--- src/verilog/axi_lite_pkg.sv ---
// AXI4-lite side types for a 32-bit data path only, with no burst, id, prot or exclusive access
package axi_lite_pkg;

  // bus widths
  localparam int ADDR_W = 32;
  localparam int DATA_W = 32;
  localparam int STRB_W = DATA_W / 8; // one enable per byte lane

  // byte address as seen on aw and ar
  typedef logic [ADDR_W-1:0] addr_t;

  // one bus word
  typedef logic [DATA_W-1:0] data_t;

  // bit n enables byte n of data_t
  typedef logic [STRB_W-1:0] strb_t;

  // response codes on b and r
  // EXOKAY and DECERR are never produced
  typedef enum logic [1:0] {
    OKAY   = 2'b00, // transfer done
    SLVERR = 2'b10  // slave error, timeout or unmapped address
  } resp_e;

endpackage

--- src/verilog/apb_pkg.sv ---
// APB side types only and psel lives outside apb_bus_t because its width follows NUM_SLAVES
package apb_pkg;

  // request from the AXI-lite front end to the APB sequencer
  // only one is ever outstanding
  typedef struct packed {
    axi_lite_pkg::addr_t addr;  // full byte address
    logic                write; // 1 for a write, 0 for a read
    axi_lite_pkg::data_t wdata; // write payload
    axi_lite_pkg::strb_t strb;  // zero on reads
  } xfer_req_t;

  // response back to the front end
  typedef struct packed {
    axi_lite_pkg::data_t rdata; // zero whenever err is set
    logic                err;   // becomes SLVERR on the AXI side
  } xfer_rsp_t;

  // outputs shared by every APB slave
  // psel stays separate as a one-hot vector
  typedef struct packed {
    axi_lite_pkg::addr_t paddr;
    logic                pwrite;
    axi_lite_pkg::data_t pwdata;
    axi_lite_pkg::strb_t pstrb;
    logic                penable; // high in the access phase only
  } apb_bus_t;

endpackage

--- src/verilog/axi_lite_front.sv ---
// one transaction at a time, reads win over writes in idle, and no response is dropped
`timescale 1ns/1ps

module axi_lite_front (
  input  logic                s_axi_clk,
  input  logic                rst_n,
  // write address
  input  axi_lite_pkg::addr_t s_axi_awaddr,
  input  logic                s_axi_awvalid,
  output logic                s_axi_awready,
  // write data
  input  axi_lite_pkg::data_t s_axi_wdata,
  input  axi_lite_pkg::strb_t s_axi_wstrb,
  input  logic                s_axi_wvalid,
  output logic                s_axi_wready,
  // write response
  output axi_lite_pkg::resp_e s_axi_bresp,
  output logic                s_axi_bvalid,
  input  logic                s_axi_bready,
  // read address
  input  axi_lite_pkg::addr_t s_axi_araddr,
  input  logic                s_axi_arvalid,
  output logic                s_axi_arready,
  // read data
  output axi_lite_pkg::data_t s_axi_rdata,
  output axi_lite_pkg::resp_e s_axi_rresp,
  output logic                s_axi_rvalid,
  input  logic                s_axi_rready,
  // towards the APB sequencer
  output apb_pkg::xfer_req_t  req,
  output logic                req_valid,
  input  apb_pkg::xfer_rsp_t  rsp,
  input  logic                rsp_valid
);

  typedef enum logic [2:0] {
    IDLE,   // accepting ar, aw, w
    ISSUE,  // req_valid pulse
    BUSY,   // waiting for rsp_valid
    B_RESP, // holding bvalid
    R_RESP  // holding rvalid
  } state_e;

  state_e state;
  state_e state_nxt;

  logic aw_held; // write address already captured
  logic w_held;  // write data already captured
  logic rd_q;    // transaction in flight is a read

  axi_lite_pkg::addr_t awaddr_q;
  axi_lite_pkg::addr_t araddr_q;
  axi_lite_pkg::data_t wdata_q;
  axi_lite_pkg::strb_t wstrb_q;
  axi_lite_pkg::data_t rdata_q;
  axi_lite_pkg::resp_e resp_q;

  logic ar_hs;
  logic aw_hs;
  logic w_hs;
  logic wr_go; // both write halves present after this cycle

  // ready only in idle, a pending ar blocks both write channels
  assign s_axi_arready = (state == IDLE) && s_axi_arvalid;
  assign s_axi_awready = (state == IDLE) && !aw_held && !s_axi_arvalid;
  assign s_axi_wready  = (state == IDLE) && !w_held && !s_axi_arvalid;

  assign ar_hs = s_axi_arvalid && s_axi_arready;
  assign aw_hs = s_axi_awvalid && s_axi_awready;
  assign w_hs  = s_axi_wvalid && s_axi_wready;

  assign wr_go = (state == IDLE) && !ar_hs && (aw_held || aw_hs) && (w_held || w_hs);

  always_comb begin
    state_nxt = state;
    case (state)
      IDLE: begin
        if (ar_hs || wr_go) begin
          state_nxt = ISSUE;
        end
      end
      ISSUE: begin
        state_nxt = BUSY; // req_valid lasts exactly one cycle
      end
      BUSY: begin
        if (rsp_valid) begin
          state_nxt = rd_q ? R_RESP : B_RESP;
        end
      end
      B_RESP: begin
        if (s_axi_bready) begin
          state_nxt = IDLE;
        end
      end
      R_RESP: begin
        if (s_axi_rready) begin
          state_nxt = IDLE;
        end
      end
      default: begin
        state_nxt = IDLE;
      end
    endcase
  end

  always_ff @(posedge s_axi_clk) begin
    if (!rst_n) begin
      state   <= IDLE;
      aw_held <= 1'b0;
      w_held  <= 1'b0;
      rd_q    <= 1'b0;
    end else begin
      state <= state_nxt;
      if (ar_hs) begin
        rd_q <= 1'b1;
      end else if (wr_go) begin
        rd_q <= 1'b0;
      end
      if (wr_go) begin
        aw_held <= 1'b0; // both halves consumed by the issue
        w_held  <= 1'b0;
      end else begin
        if (aw_hs) begin
          aw_held <= 1'b1;
        end
        if (w_hs) begin
          w_held <= 1'b1;
        end
      end
    end
  end

  // channel payloads, each half captured on its own handshake
  always_ff @(posedge s_axi_clk) begin
    if (aw_hs) begin
      awaddr_q <= s_axi_awaddr;
    end
    if (w_hs) begin
      wdata_q <= s_axi_wdata;
      wstrb_q <= s_axi_wstrb;
    end
    if (ar_hs) begin
      araddr_q <= s_axi_araddr;
    end
    if ((state == BUSY) && rsp_valid) begin
      resp_q  <= rsp.err ? axi_lite_pkg::SLVERR : axi_lite_pkg::OKAY;
      rdata_q <= rsp.rdata;
    end
  end

  always_comb begin
    req.addr  = rd_q ? araddr_q : awaddr_q;
    req.write = !rd_q;
    req.wdata = wdata_q;
    req.strb  = rd_q ? '0 : wstrb_q; // no byte lanes on a read
  end

  assign req_valid = (state == ISSUE);

  // response held until the master takes it
  assign s_axi_bvalid = (state == B_RESP);
  assign s_axi_bresp  = resp_q;
  assign s_axi_rvalid = (state == R_RESP);
  assign s_axi_rresp  = resp_q;
  assign s_axi_rdata  = rdata_q;

  b_hold_a: assert property (@(posedge s_axi_clk) disable iff (!rst_n)
    s_axi_bvalid && !s_axi_bready |=> s_axi_bvalid && $stable(s_axi_bresp));

  r_hold_a: assert property (@(posedge s_axi_clk) disable iff (!rst_n)
    s_axi_rvalid && !s_axi_rready |=>
      s_axi_rvalid && $stable(s_axi_rresp) && $stable(s_axi_rdata));

endmodule

--- src/verilog/apb_master.sv ---
// one APB transfer at a time, any error returns zero read data, TIMEOUT_CYCLES must be at least 1
`timescale 1ns/1ps

module apb_master #(
  parameter int unsigned TIMEOUT_CYCLES = 16
) (
  input  logic                s_axi_clk,
  input  logic                rst_n,
  // from the front end
  input  apb_pkg::xfer_req_t  req,
  input  logic                req_valid,
  output apb_pkg::xfer_rsp_t  rsp,
  output logic                rsp_valid,
  // shared APB outputs and decode enable
  output apb_pkg::apb_bus_t   bus,
  output logic                sel_en,
  // return path from the slave select
  input  logic                hit,
  input  logic                sel_ready,
  input  axi_lite_pkg::data_t sel_rdata,
  input  logic                sel_err
);

  localparam int CNT_W = $clog2(TIMEOUT_CYCLES + 1);

  typedef enum logic [1:0] {
    IDLE,   // bus quiet
    SETUP,  // psel high, penable low
    ACCESS, // penable high until pready or timeout
    DONE    // rsp_valid pulse
  } phase_e;

  phase_e phase;
  phase_e phase_nxt;

  logic [CNT_W-1:0]    wait_cnt;  // access cycles so far
  logic                timed_out;
  logic                miss;      // decode found no region
  apb_pkg::xfer_req_t  req_q;
  axi_lite_pkg::data_t rdata_q;
  logic                err_q;

  // last allowed access cycle and still no pready
  assign timed_out = (phase == ACCESS) && !sel_ready &&
                     (wait_cnt == CNT_W'(TIMEOUT_CYCLES - 1));

  // decode of the latched address is first valid in setup
  assign miss = (phase == SETUP) && !hit;

  always_comb begin
    phase_nxt = phase;
    case (phase)
      IDLE: begin
        if (req_valid) begin
          phase_nxt = SETUP;
        end
      end
      SETUP: begin
        phase_nxt = hit ? ACCESS : IDLE; // unmapped answers right here
      end
      ACCESS: begin
        if (sel_ready || timed_out) begin
          phase_nxt = DONE;
        end
      end
      default: begin
        phase_nxt = IDLE;
      end
    endcase
  end

  always_ff @(posedge s_axi_clk) begin
    if (!rst_n) begin
      phase    <= IDLE;
      wait_cnt <= '0;
    end else begin
      phase <= phase_nxt;
      if (phase == ACCESS) begin
        wait_cnt <= wait_cnt + CNT_W'(1);
      end else begin
        wait_cnt <= '0; // restarts for every transfer
      end
    end
  end

  always_ff @(posedge s_axi_clk) begin
    if ((phase == IDLE) && req_valid) begin
      req_q <= req;
    end
    if ((phase == ACCESS) && sel_ready) begin
      err_q   <= sel_err;
      rdata_q <= sel_err ? '0 : sel_rdata;
    end else if (timed_out) begin
      err_q   <= 1'b1; // dead slave
      rdata_q <= '0;
    end
  end

  // bus held steady from setup through access
  always_comb begin
    bus.paddr   = req_q.addr;
    bus.pwrite  = req_q.write;
    bus.pwdata  = req_q.wdata;
    bus.pstrb   = req_q.strb;
    bus.penable = (phase == ACCESS);
  end

  assign sel_en = (phase == SETUP) || (phase == ACCESS);

  assign rsp_valid = (phase == DONE) || miss;
  assign rsp.err   = miss ? 1'b1 : err_q;
  assign rsp.rdata = miss ? '0 : rdata_q;

  // access only ever runs on an address the decode still matches
  penable_a: assert property (@(posedge s_axi_clk) disable iff (!rst_n)
    bus.penable |-> sel_en && hit);

  // the front end only issues when this side is idle
  req_idle_a: assert property (@(posedge s_axi_clk) disable iff (!rst_n)
    req_valid |-> (phase == IDLE));

endmodule

--- src/verilog/apb_slave_select.sv ---
// regions are equal sized and back to back from BASE_ADDR and must stay below 2**32
`timescale 1ns/1ps

module apb_slave_select #(
  parameter int unsigned         NUM_SLAVES  = 4,
  parameter axi_lite_pkg::addr_t BASE_ADDR   = 32'h1000,
  parameter axi_lite_pkg::addr_t REGION_SIZE = 32'h100
) (
  input  axi_lite_pkg::addr_t                  paddr,
  input  logic                                 sel_en,
  output logic [NUM_SLAVES-1:0]                psel,
  output logic                                 hit,
  input  logic [NUM_SLAVES-1:0]                pready,
  input  axi_lite_pkg::data_t [NUM_SLAVES-1:0] prdata,
  input  logic [NUM_SLAVES-1:0]                pslverr,
  output logic                                 sel_ready,
  output axi_lite_pkg::data_t                  sel_rdata,
  output logic                                 sel_err
);

  localparam int DW = $bits(axi_lite_pkg::data_t);

  logic [NUM_SLAVES-1:0] hit_vec; // one-hot region match

  // 33 bit bounds so the top region end cannot wrap
  for (genvar i = 0; i < NUM_SLAVES; i++) begin : g_region
    localparam logic [32:0] LO = {1'b0, BASE_ADDR} + 33'(i) * {1'b0, REGION_SIZE};
    localparam logic [32:0] HI = LO + {1'b0, REGION_SIZE};
    assign hit_vec[i] = ({1'b0, paddr} >= LO) && ({1'b0, paddr} < HI);
  end

  assign hit  = |hit_vec;
  assign psel = hit_vec & {NUM_SLAVES{sel_en}};

  // AND-OR return mux, quiet when nothing selected
  assign sel_ready = |(pready & psel);
  assign sel_err   = |(pslverr & psel);

  always_comb begin
    sel_rdata = '0;
    for (int i = 0; i < NUM_SLAVES; i++) begin
      sel_rdata = sel_rdata | (prdata[i] & {DW{psel[i]}});
    end
  end

  // overlapping regions would break the mux
  always_comb begin
    psel_onehot_a: assert ($onehot0(psel));
  end

endmodule

--- src/verilog/axi_apb_bridge.sv ---
// single clock, one transaction in flight, unmapped addresses get SLVERR with no APB access
`timescale 1ns/1ps

module axi_apb_bridge #(
  parameter int unsigned         NUM_SLAVES     = 4,       // 1 to 16
  parameter axi_lite_pkg::addr_t BASE_ADDR      = 32'h1000,
  parameter axi_lite_pkg::addr_t REGION_SIZE    = 32'h100,
  parameter int unsigned         TIMEOUT_CYCLES = 16
) (
  input  logic                                 s_axi_clk,
  input  logic                                 rst_n,
  // AXI4-lite slave
  input  axi_lite_pkg::addr_t                  s_axi_awaddr,
  input  logic                                 s_axi_awvalid,
  output logic                                 s_axi_awready,
  input  axi_lite_pkg::data_t                  s_axi_wdata,
  input  axi_lite_pkg::strb_t                  s_axi_wstrb,
  input  logic                                 s_axi_wvalid,
  output logic                                 s_axi_wready,
  output axi_lite_pkg::resp_e                  s_axi_bresp,
  output logic                                 s_axi_bvalid,
  input  logic                                 s_axi_bready,
  input  axi_lite_pkg::addr_t                  s_axi_araddr,
  input  logic                                 s_axi_arvalid,
  output logic                                 s_axi_arready,
  output axi_lite_pkg::data_t                  s_axi_rdata,
  output axi_lite_pkg::resp_e                  s_axi_rresp,
  output logic                                 s_axi_rvalid,
  input  logic                                 s_axi_rready,
  // APB master
  output axi_lite_pkg::addr_t                  m_apb_paddr,
  output logic [NUM_SLAVES-1:0]                m_apb_psel,
  output logic                                 m_apb_penable,
  output logic                                 m_apb_pwrite,
  output axi_lite_pkg::data_t                  m_apb_pwdata,
  output axi_lite_pkg::strb_t                  m_apb_pstrb,
  input  logic [NUM_SLAVES-1:0]                m_apb_pready,
  input  axi_lite_pkg::data_t [NUM_SLAVES-1:0] m_apb_prdata,
  input  logic [NUM_SLAVES-1:0]                m_apb_pslverr
);

  apb_pkg::xfer_req_t  req;
  logic                req_valid;
  apb_pkg::xfer_rsp_t  rsp;
  logic                rsp_valid;
  apb_pkg::apb_bus_t   bus;
  logic                sel_en;
  logic                hit;
  logic                sel_ready;
  axi_lite_pkg::data_t sel_rdata;
  logic                sel_err;

  axi_lite_front i_axi_lite_front (
    .s_axi_clk     (s_axi_clk),
    .rst_n         (rst_n),
    .s_axi_awaddr  (s_axi_awaddr),
    .s_axi_awvalid (s_axi_awvalid),
    .s_axi_awready (s_axi_awready),
    .s_axi_wdata   (s_axi_wdata),
    .s_axi_wstrb   (s_axi_wstrb),
    .s_axi_wvalid  (s_axi_wvalid),
    .s_axi_wready  (s_axi_wready),
    .s_axi_bresp   (s_axi_bresp),
    .s_axi_bvalid  (s_axi_bvalid),
    .s_axi_bready  (s_axi_bready),
    .s_axi_araddr  (s_axi_araddr),
    .s_axi_arvalid (s_axi_arvalid),
    .s_axi_arready (s_axi_arready),
    .s_axi_rdata   (s_axi_rdata),
    .s_axi_rresp   (s_axi_rresp),
    .s_axi_rvalid  (s_axi_rvalid),
    .s_axi_rready  (s_axi_rready),
    .req           (req),
    .req_valid     (req_valid),
    .rsp           (rsp),
    .rsp_valid     (rsp_valid)
  );

  apb_master #(
    .TIMEOUT_CYCLES (TIMEOUT_CYCLES)
  ) i_apb_master (
    .s_axi_clk (s_axi_clk),
    .rst_n     (rst_n),
    .req       (req),
    .req_valid (req_valid),
    .rsp       (rsp),
    .rsp_valid (rsp_valid),
    .bus       (bus),
    .sel_en    (sel_en),
    .hit       (hit),
    .sel_ready (sel_ready),
    .sel_rdata (sel_rdata),
    .sel_err   (sel_err)
  );

  apb_slave_select #(
    .NUM_SLAVES  (NUM_SLAVES),
    .BASE_ADDR   (BASE_ADDR),
    .REGION_SIZE (REGION_SIZE)
  ) i_apb_slave_select (
    .paddr     (bus.paddr),
    .sel_en    (sel_en),
    .psel      (m_apb_psel),
    .hit       (hit),
    .pready    (m_apb_pready),
    .prdata    (m_apb_prdata),
    .pslverr   (m_apb_pslverr),
    .sel_ready (sel_ready),
    .sel_rdata (sel_rdata),
    .sel_err   (sel_err)
  );

  // shared APB outputs out of the struct
  assign m_apb_paddr   = bus.paddr;
  assign m_apb_pwrite  = bus.pwrite;
  assign m_apb_pwdata  = bus.pwdata;
  assign m_apb_pstrb   = bus.pstrb;
  assign m_apb_penable = bus.penable;

endmodule

--- config.mk ---
export PLATFORM = sky130hd
export DESIGN_NAME = axi_apb_bridge
export DESIGN_NICKNAME = d
export VERILOG_FILES = /design/src/verilog/axi_lite_pkg.sv /design/src/verilog/apb_pkg.sv /design/src/verilog/axi_lite_front.sv /design/src/verilog/apb_master.sv /design/src/verilog/apb_slave_select.sv /design/src/verilog/axi_apb_bridge.sv
export SDC_FILE = /design/constraint.sdc
export NUM_CORES = 1
export LEC_CHECK = 0
export ABC_CLOCK_PERIOD_IN_PS = 6000
export BUFFER_PORTS_ARGS = -buffer_cell sky130_fd_sc_hd__buf_2
export CAP_MARGIN = 20
export CORE_AREA = 5 5 154 156
export CTS_CLUSTER_DIAMETER = 150
export DETAILED_ROUTE_END_ITERATION = 10
export DIE_AREA = 0 0 159 161
export GPL_ROUTABILITY_DRIVEN = 0
export PLACE_DENSITY = 0.78
export SLEW_MARGIN = 10
export SYNTH_ARGS = -nofsm -noshare
export SYNTH_HDL_FRONTEND = slang
export SYNTH_SLANG_ARGS = --single-unit
--- constraint.sdc ---
create_clock -name s_axi_clk -period 6 [get_ports s_axi_clk]
set_input_delay 0.6 -clock s_axi_clk [delete_from_list [all_inputs] [get_ports s_axi_clk]]
set_output_delay 0.6 -clock s_axi_clk [all_outputs]
set_load 0.05 [all_outputs]
==> results of run 1 <==
-- cells in the mapped netlist, types with 4 or more instances --
library cell and instances:
buf_1 4, clkbuf_1 16, inv_1 10, ha_1 7
buf_6 4, edfxtp_1 235, nand2_1 8, mux2i_1 68
nor2_1 17, nor2b_1 7, and2_1 67, o21ai_0 6
nor4_1 7, buf_2 5, o22ai_1 33, dfxtp_1 13
mux2_2 34
-- path summary, 6_finish.rpt --
check | startpoint | to | depth (start not counted) | slack (ns)
max reg2reg | i_apb_master.bus[47] | i_apb_master.rdata_q[7] | 6 | 3.16
max | i_apb_master.bus[52] | m_apb_psel[2] | 5 | 2.49
min reg2reg | i_axi_lite_front.wdata_q[21] | i_apb_master.bus[26] | 0 | 0.41
min | s_axi_awaddr[6] | i_axi_lite_front.awaddr_q[6] | 1 | 0.26
-- final cells by class --
cell class	count	area (um2)
Clock inverter	20	172.7
Antenna cell	3	7.507
Timing Repair Buffer	363	1844
Fill cell	1714	9507
Sequential cell	248	7317
Tap cell	285	356.6
Multi-Input combinational cell	293	2306
Inverter	10	37.54
Clock buffer	28	679.4
-- logic make-up (layout without fill, tap and decap cells) --
| group | Yosys count | count (layout) | synth area share [%] |
|---|---|---|---|
| fa+ha+maj | 7 | 7 | 0.8945 |
| simple gates | 126 | 126 | 7.604 |
| xor+xnor | 2 | 2 | 0.1789 |
| compound gates | 54 | 54 | 3.591 |
| other cells | 1 | 5 | 0.03830 |
| buf+inv | 42 | 421 | 2.096 |
| flops | 248 | 248 | 74.73 |
| mux | 102 | 102 | 10.86 |
-- metal layers --
layer	up-vias	global-route usage (%)
met5	-	0
met4	4	4.808
met3	37	7.655
met2	302	29.80
met1	2881	22.41
li1	2933	-
-- flip-flops by register name, summed over array words and instances (netlist names), 2 cells and up --
signal and count:
i_axi_lite_front.s_axi_rdata 32, i_apb_master.bus 69, i_axi_lite_front.wdata_q 32, i_apb_master.rdata_q 32
i_apb_master.wait_cnt 5, i_apb_master.phase 2, i_axi_lite_front.awaddr_q 32, i_axi_lite_front.state 3
i_axi_lite_front.wstrb_q 4, i_axi_lite_front.araddr_q 32
-- stage by stage --
step	hold WS [ns]	power (uW)	instance area (um2)	util, %	worst slack [ns]
6_report	0.2582	4998	12720	57.23	2.495
5_1_grt	0.2223	5230	12720	57.21	2.351
4_1_cts	0.2282	5046	12700	57.13	2.470
3_5_place_dp	0.4045	3464	11850	53.30	2.933
3_3_place_gp	0.4002	3443	11850	53.30	2.998
2_1_floorplan	0.4003	3117	9799	-	2.240
-- power groups by stage --
stage | logic, uW | registers [uW] | clock network (uW)
after floorplan | 446 | 2670 | 0
after global placement | 1140 | 2300 | 0
after detailed placement | 1150 | 2310 | 0
after CTS | 1160 | 2280 | 1610
after global routing | 1230 | 2300 | 1710
final | 1150 | 2280 | 1570
==> impl_results.md, run 1 <==
- Vias in the first global route: 6530
- Placement Rows: 55
- Met3 WL: 2.860 mm
- Synth top area cells: edfxtp_1, mux2i_1, and2_1
- #FFs+latches synth: 248
- Post_cts resized: 0
- Worst path slowest cell: or4_4
- Max-cap violation count: 0
- Internal power: 3487 uW
- Via/cell ratio: 4.926
- Setup CP Type: register to output port
- VDD IR max: 0.3241 mV
- Starting Density: 44.05%
- FMAX: 0.2853 GHz
- Top-area cell type share of the netlist area: 72.08%
- Clock skew: 0.009662 ns
- Most frequent cells in the layout: buf_2, edfxtp_1, mux2i_1
- CTS clk-pin slew, worst paths: 0.06 ns
- Non-Filler Instances: 1250
- Fin crit period: 3.505 ns
- CP required: 5.40 ns
- Worst Setup End Kind: output port
- H-tree Lvls: 1
- Most common cell after layout, fill and taps aside: buf_2
- Pin count of the biggest net entering global routing: 71
- Largest stage delay, worst path: 0.69 ns
- Boundary pin count: 358
- Synth Flop Type: edfxtp_1
- CTS sink count: 248
- Clk_lat worst skew: 0.51 ns
- Area grow syn2layout: 29.93%
- Top sig layer: met5
- Met2 wire len: 11.42 mm
- Switching Share: 30.22%
- RSZ-0062 raised after global routing: false
- Post-Synthesis Cell Area: 9791 um2
- Post-CTS Setup Bufs: 0
- Sequential power share: 45.6%
- Post-synth EDFFs: 235
- Async set-reset flop share out of synthesis: 0%
- Clk root buf: clkbuf_16
- Worst Tran Pin Value: 1.126 ns
- Area leader, netlist: edfxtp_1
- Ys Warns: 0
- GRT Util Overall: 18.17%
- Worst-path fanout max: 34
- Final Hold Vio Count: 0
- Finish-stage setup viols: 0
- Power Dens Cells: 392.9 nW/um2
- CP cell instances: or4b_4 -> or2_4 -> or4_4 -> nor2_1 -> buf_2
- Top delay family on crit path: simple AND/OR/NAND/NOR gates
- Syn_area_per_cell: 16.82 um2
- Worst EP arrival: 2.91 ns
- Routed WL: 24.03 mm
- Die area: 25600 um2
- Path type of the worst min-delay path: input pin to register
- WL/cell: 19.22 um
- 1st-pass router iterations: 4
- Share of layout cells above drive strength 1: 46.47%
- Die height: 161 um
- Sequential area share after synthesis: 74.73%
- Max-slew headroom: 24.92%
- Hold Buf Count CTS: 0
- DRC: 0
- Nets: 1192
- Gate power share: 23.0%
- CTS tree: built
- GR Overflow Total: 0
- Clock Path Buffers: 3
- Initial antenna violation count: 3
- Die Wd: 159 um
- Distinct cell type count after synthesis: 44
- CP Launch Type: register
- Final setup TNS: 0 ns
- Status: finished, final reports clean
- LEAKAGE: 0.005055 uW
- Dpl cells: 1198
- WL met1: 9.177 mm
- CTS Buf Count: 26
- DPL Wire Length: 17.96 mm
- Clock network power share: 31.5%
- Core ar.: 22230 um2
- Max Transition Viols Final: 0
- ANT nets after route: 0
- First-pass GRT wire length: 36.90 mm
- PortBufs: 355
- Bufs and invs on worst path: 1
- DRT iter0 DRCs: 378
- Routed via count: 6157
- Final period utilization: 58.42%
- Synth Instances: 582
- NetSw: 1510 uW
No activity file was read; power rests on OpenSTA's default activity.
==> run 2, diff against run 1 <==
- ABC_AREA: not set -> 1
- ABC_CLOCK_PERIOD_IN_PS: 6000 -> 3600
- CORE_AREA: 5 5 154 156 -> 5 5 147 149
- DIE_AREA: 0 0 159 161 -> 0 0 152 154
- PLACE_DENSITY: 0.78 -> 0.81
- clock period: 6 -> 3.6 ns (I/O delays scaled with it)
==> impl_results.md, run 2 <==
- Worst Tran Pin Value: 0.9878 ns (-0.1384 ns)
- CP cell instances: nor2_1 -> nand2_2 -> nor2_2 -> nand2_1 -> nor2_1 -> nand2_1 -> inv_2 -> buf_2
- Gate power share: 25.6% (+2.6 points)
- Mux cell area share after synthesis: 0% (-11 points)
- Area grow syn2layout: 33.63%
- CTS clk-pin slew, worst paths: 0.07 ns (about the same)
- Path type of the worst min-delay path: input pin to register
- Power Dens Cells: 669.8 nW/um2 (+70%)
- H-tree Lvls: 1 (unchanged)
- Max-cap violation count: 0 (unchanged)
- Post-synthesis adder-cell area fraction: 0.8931% (-0.0015 points)
- Worst EP arrival: 2.57 ns (-0.34 ns)
- Boundary pin count: 358 (unchanged)
- Post-Synthesis Cell Area: 9807 um2 (+0.17%)
- Complex-gate fraction of the synthesized area: 4.083% (+0.49 points)
- DRC: 0 (unchanged)
- Finish-stage setup viols: 0 (unchanged)
- Xor/xnor cell area share of the yosys netlist: 0% (-0.18 points)
- Synth top area cells: edfxtp_1, nand2_1, nor2_1
- Routed WL: 25.06 mm (+4.3%)
- FMAX: 0.3408 GHz
- Post-CTS Setup Bufs: 0 (unchanged)
- Hold Buf Count CTS: 28 (+28)
- Share of layout cells above drive strength 1: 35.03% (-11 points)
- Sequential power share: 45.3% (-0.3 points)
- Ys Warns: 0 (unchanged)
- CTS sink count: 248 (unchanged)
- Status: finished, final reports clean
- Die height: 154 um (-4.3%)
- CTS tree: built
- Final Hold Vio Count: 0 (unchanged)
- WL/cell: 16.82 um (-13%)
- Area leader, netlist: edfxtp_1
- Core ar.: 20040 um2 (-9.8%)
- Final period utilization: 81.52%
- Distinct cell type count after synthesis: 33 (-25%)
- Most frequent cells in the layout: buf_2, edfxtp_1, nand2_1
- CTS Buf Count: 25 (-3.8%)
- 1st-pass router iterations: 5 (+1)
- Simple-gate share of the synthesized area: 15.65% (+8.1 points)
- Clk root buf: clkbuf_16
- Starting Density: 48.94% (+4.9 points)
- CP required: 3.24 ns (-2.16 ns)
- Clock skew: 0.01256 ns (+0.002897 ns)
- Final setup TNS: 0 ns (unchanged)
- Pin count of the biggest net entering global routing: 70 (-1.4%)
- PortBufs: 355 (unchanged)
- Max Transition Viols Final: 0 (unchanged)
- Top-count cell post-synth: edfxtp_1
- Internal power: 5812 uW (+67%)
- NetSw: 2966 uW (+96%)
- Fillers: 1458 (-15%)
- Placement Rows: 52 (-5.5%)
- Vias in the first global route: 7175 (+9.9%)
- First-pass GRT wire length: 38.17 mm (+3.4%)
- Largest stage delay, worst path: 0.47 ns (-0.22 ns)
- Worst path slowest cell: inv_2
- Largest family of logic cells by synthesized area: simple AND/OR/NAND/NOR gates
- Die area: 23410 um2 (-8.6%)
- Post-synth EDFFs: 235 (unchanged)
- Die Wd: 152 um (-4.4%)
- Commonest cells in the netlist: edfxtp_1, nand2_1, nor2_1
- Setup CP Type: register to output port
- RSZ-0062 raised after global routing: false
- Fin crit period: 2.935 ns
- DRT iter0 DRCs: 544 (+44%)
- #FFs+latches synth: 248 (unchanged)
- Clock network power share: 29.2% (-2.3 points)
- VDD IR max: 0.5684 mV (+75%)
- DPL Wire Length: 18.34 mm (+2.1%)
- Max reg flops: 69 (unchanged)
- CP Launch Type: register
- Sequential area share after synthesis: 74.61% (-0.12 points)
- Worst Setup End Kind: output port
- Clock Path Buffers: 3 (unchanged)
- Worst-path fanout max: 34 (unchanged)
- Clk_lat worst skew: 0.51 ns (about the same)
- GR Overflow Total: 0 (unchanged)
- Async set-reset flop share out of synthesis: 0% (unchanged)
- Top-area cell type share of the netlist area: 71.96% (-0.12 points)
- Switching Share: 33.79% (+3.6 points)
- Via/cell ratio: 4.906 (-0.40%)
- ANT nets after route: 0 (unchanged)
- Synth Flop Type: edfxtp_1
- Most common cell after layout, fill and taps aside: buf_2
- Syn_area_per_cell: 12.34 um2 (-27%)
- Pwr Total: 8778 uW (+76%)
- LEAKAGE: 0.005588 uW (+11%)
- GRT Util Overall: 20.39% (+2.2 points)
- Max-slew headroom: 33.74% (+8.8 points)
- Initial antenna violation count: 2 (-1)
- Post_cts resized: 0 (unchanged)
- Routed via count: 7310 (+19%)
- Nets: 1450 (+22%)
- Synth Instances: 795 (+37%)
==> run 2: cell count changes after synthesis, moves of 9 or more <==
cell | before | now
a221oi_1 | 0 | 32
mux2_2 | 34 | 0
nand3_1 | 3 | 16
inv_1 | 10 | 79
and2_1 | 67 | 0
a21oi_1 | 2 | 11
mux2i_1 | 68 | 0
nor2_2 | 0 | 11
o22ai_1 | 33 | 0
nor2_1 | 17 | 97
nand2_1 | 8 | 230
==> run 2: worst paths after layout <==
check                               start                             to  slack (ns)  depth (start not counted)
max                  i_apb_master.bus[53]                  m_apb_psel[1]        0.67                          8
min                      s_axi_araddr[28]  i_axi_lite_front.araddr_q[28]        0.02                          1
max reg2reg          i_apb_master.bus[53]       i_apb_master.rdata_q[11]        0.93                         12
min reg2reg  i_axi_lite_front.wdata_q[20]           i_apb_master.bus[25]        0.42                          0
==> run 2: per-layer routing <==
| metal | up-vias | GRT usage (%) | wire length (um) |
|---|---|---|---|
| met2 | 343 | 35.77 | 12720 |
| met1 | 3377 | 23.54 | 9014 |
| met4 | 2 | 8.348 | 1041 |
| met3 | 71 | 5.958 | 2269 |
| li1 | 3517 | - | - |
| met5 | - | 0 | 13 |
==> run 2: power by group through the flow <==
stage	Combinational, uW	Sequential (uW)	Clock [uW]
after floorplan	700	4870	0
after global placement	2190	4010	0
after detailed placement	2220	4030	0
after CTS	2250	3970	2610
after global routing	2400	4020	2750
final	2240	3970	2560
==> run 2: worst max-delay path, delay by kind of cell, from the launching register on <==
family / cells / cell delay [ns]
buf+inv: 2 / 0.85
simple gates: 6 / 0.82
flops: 1 / 0.39
==> run 2: cells by family after synthesis <==
logic type      count (synthesis)
fa+ha+maj                       7
simple gates                  374
compound gates                 53
other cells                     1
buf+inv                       112
flops                         248
==> run 2: area by class of cell <==
class	instances	area [um2]	area share [%]
inverters	84	315.3	2.406
clock inverters	12	143.9	1.098
well taps	270	337.8	2.578
diodes	1	2.502	0.01909
repair buffers	405	2247	17.15
clock buffers	34	669.4	5.108
multi-input cells	436	2072	15.81
flip-flops and latches	248	7317	55.83
==> run 2: through the flow <==
stage | area [um2] | cells | util, % | setup WS (ns) | hold WS, ns
finish | 13110 | 1490 | 65.40 | 0.6654 | 0.01855
floorplan | 9823 | 796 | - | 0.2389 | 0.4003
CTS | 13000 | 1479 | 64.89 | 0.6283 | 0.0005419
global placement | 11910 | 1405 | 59.43 | 1.159 | 0.4007
global route | 13110 | 1490 | 65.40 | 0.4408 | -0.004180
detailed placement | 11910 | 1405 | 59.43 | 0.9246 | 0.4045
==> run 3, diff against run 2 <==
- ABC_CLOCK_PERIOD_IN_PS: 3600 -> 2900
- clock period: 3.6 -> 2.9 ns (I/O delays scaled with it)
==> impl_results.md, run 3 (synthesis gave the netlist of run 2 again) <==
- Nets: 1515 (+4.5%)
- Clk_lat worst skew: 0.51 ns (about the same)
- Clock skew: 0.009903 ns (-0.002656 ns)
- Path type of the worst min-delay path: input pin to register
- M1 GR Usage: 26.07% (+2.5 points)
- Max Transition Viols Final: 0 (unchanged)
- Final Hold Vio Count: 0 (unchanged)
- Pre-CTS setup slack: 0.4588 ns (-0.4658 ns)
- Most common cell after layout, fill and taps aside: buf_2
- Starting Density: 48.94% (unchanged)
- Final setup TNS: 0 ns (unchanged)
- Crit path from: i_apb_master.bus[61]
- Reg2reg setup slack: 0.46 ns (-0.47 ns)
- CTS tree: built
- Worst r2r dst: i_apb_master.rdata_q[0]
- Pwr Total: 10680 uW (+22%)
- Boundary pin count: 358 (unchanged)
- Routed via count: 7650 (+4.7%)
- CP Launch Type: register
- Hold path depth: 4 (+3)
- Worst-path fanout max: 34 (unchanged)
- DPL Wire Length: 18.68 mm (+1.9%)
- Worst path slowest cell: edfxtp_1
- CTS clk-pin slew, worst paths: 0.06 ns (about the same)
- Via/cell ratio: 4.913 (+0.15%)
- GRT Util Overall: 22.96% (+2.6 points)
- Max reg flops: 69 (unchanged)
- Power Dens Cells: 780.3 nW/um2 (+16%)
- Met2 Track Usage GR: 41.53% (+5.8 points)
- Worst Reg-to-Reg Cells: 12 (unchanged)
- FMAX: 0.3676 GHz
- Share of layout cells above drive strength 1: 33.18% (-1.9 points)
- CTS Buf Count: 25 (unchanged)
- Most frequent cells in the layout: buf_2, edfxtp_1, nand2_1
- Routed WL: 27.96 mm (+12%)
- CP cell instances: nor2_1 -> nand2_1 -> nor2_1 -> nand2_1 -> nor2_2 -> nand2_2 -> nor2_8 -> buf_4 -> buf_2
- First-pass GRT wire length: 42.46 mm (+11%)
- 1st-pass router iterations: 5 (unchanged)
- Placement Rows: 52 (unchanged)
- Hold Slack: 0.07713 ns (+0.05858 ns)
- GR Overflow Total: 0 (unchanged)
- DRC: 0 (unchanged)
- CP required: 2.61 ns (-0.63 ns)
- Pin count of the biggest net entering global routing: 65 (-7.1%)
- Gr busiest metal: met2
- Post-CTS Setup Bufs: 0 (unchanged)
- Critical R2R Launch: i_apb_master.bus[61]
- Critical Path Sink: m_apb_psel[0]
- Max-cap violation count: 0 (unchanged)
- Clk root buf: clkbuf_16
- Die area: 23410 um2 (unchanged)
- CTS sink count: 248 (unchanged)
- RSZ-0062 raised after global routing: false
- Grt met3 use: 5.424% (-0.53 points)
- ANT nets after route: 0 (unchanged)
- Worst Setup End Kind: output port
- WL/cell: 17.96 um (+6.8%)
- Final period utilization: 93.81%
- Core ar.: 20040 um2 (unchanged)
- Clock Path Buffers: 3 (unchanged)
- Die height: 154 um (unchanged)
- Fin crit period: 2.720 ns
- PortBufs: 355 (unchanged)
- Status: finished, final reports clean
- Setup CP Type: register to output port
- DRT iter0 DRCs: 507 (-6.8%)
- Initial antenna violation count: 5 (+3)
- Finish-stage setup viols: 0 (unchanged)
- Vias in the first global route: 7783 (+8.5%)
- VDD IR max: 0.5750 mV (+1.2%)
- Max-slew headroom: 65.32% (+32 points)
- Largest stage delay, worst path: 0.41 ns (-0.06 ns)
- H-tree Lvls: 1 (unchanged)
- Final setup margin: 0.1796 ns (-0.4858 ns)
- Die Wd: 152 um (unchanged)
- Worst EP arrival: 2.43 ns (-0.14 ns)
- Area grow syn2layout: 39.53%
- LEAKAGE: 0.005823 uW (+4.2%)
- Worst Tran Pin Value: 0.5154 ns (-0.4723 ns)
run 3: changes by cell type in the layout (fill, tap and decap cells not counted), sizes merged:
cell,delta
diode,+5
clkbuf,-2
inv,-2
buf,+1
bufinv,-3
clkinvlp,-1
dlygate4sd3,+62
clkinv,+7
run 3: worst min path at each step:
stage | startpoint | endpoint | slack (ns)
finish | s_axi_rready | i_axi_lite_front.state[2] | 0.08
global route | s_axi_rready | i_axi_lite_front.state[2] | 0.07
floorplan | s_axi_araddr[0] | i_axi_lite_front.araddr_q[0] | 0.39
detailed placement | i_axi_lite_front.wdata_q[18] | i_apb_master.bus[23] | 0.41
global placement | i_axi_lite_front.wdata_q[19] | i_apb_master.bus[24] | 0.40
CTS | s_axi_rready | i_axi_lite_front.state[2] | 0.06
run 3: repair_timing:
item	4_1_cts	5_1_grt
setup endpoints to repair	0	2
endpoints found under the hold margin	100	0
resized for setup	0	3
hold buffers	100	0
run 3: critical path: cells and delay by family, from the launching register on:
kind	cells	cell delay, ns
AND/OR/NAND/NOR	7	0.82
flip-flops	1	0.41
buffers and inverters	2	0.68
run 3: stage by stage:
| stage | cell area [um2] | cells | util [%] |
|---|---|---|---|
| 6_report | 13680 | 1557 | 68.28 |
| 4_1_cts | 13660 | 1551 | 68.16 |
| 3_5_place_dp | 11960 | 1408 | 59.67 |
| 2_1_floorplan | 9827 | 796 | - |
| 3_3_place_gp | 11960 | 1408 | 59.67 |
| 5_1_grt | 13680 | 1556 | 68.27 |
run 3: layout make-up:
class,count,area [um2]
Antenna cell,6,15.01
Sequential cell,248,7317
Multi-Input combinational cell,436,2072
Timing Repair Buffer,470,2924
Clock buffer,30,644.4
Inverter,84,315.3
Clock inverter,13,57.56
Tap cell,270,337.8
Fill cell,1391,6356
run 3: power breakdown:
group          total [uW]  internal (uW)  switching (uW)
Combinational        2900            666            2230
Sequential           4960           4730             224
Clock                2820           1570            1250
Total               10700           6960            3710
run 3: metal layers:
metal / share of wire, % / vias up
met4: 4.7 / 0
met5: 0 / -
met3: 8.4 / 83
li1: - / 3634
met1: 34 / 3561
met2: 53 / 372
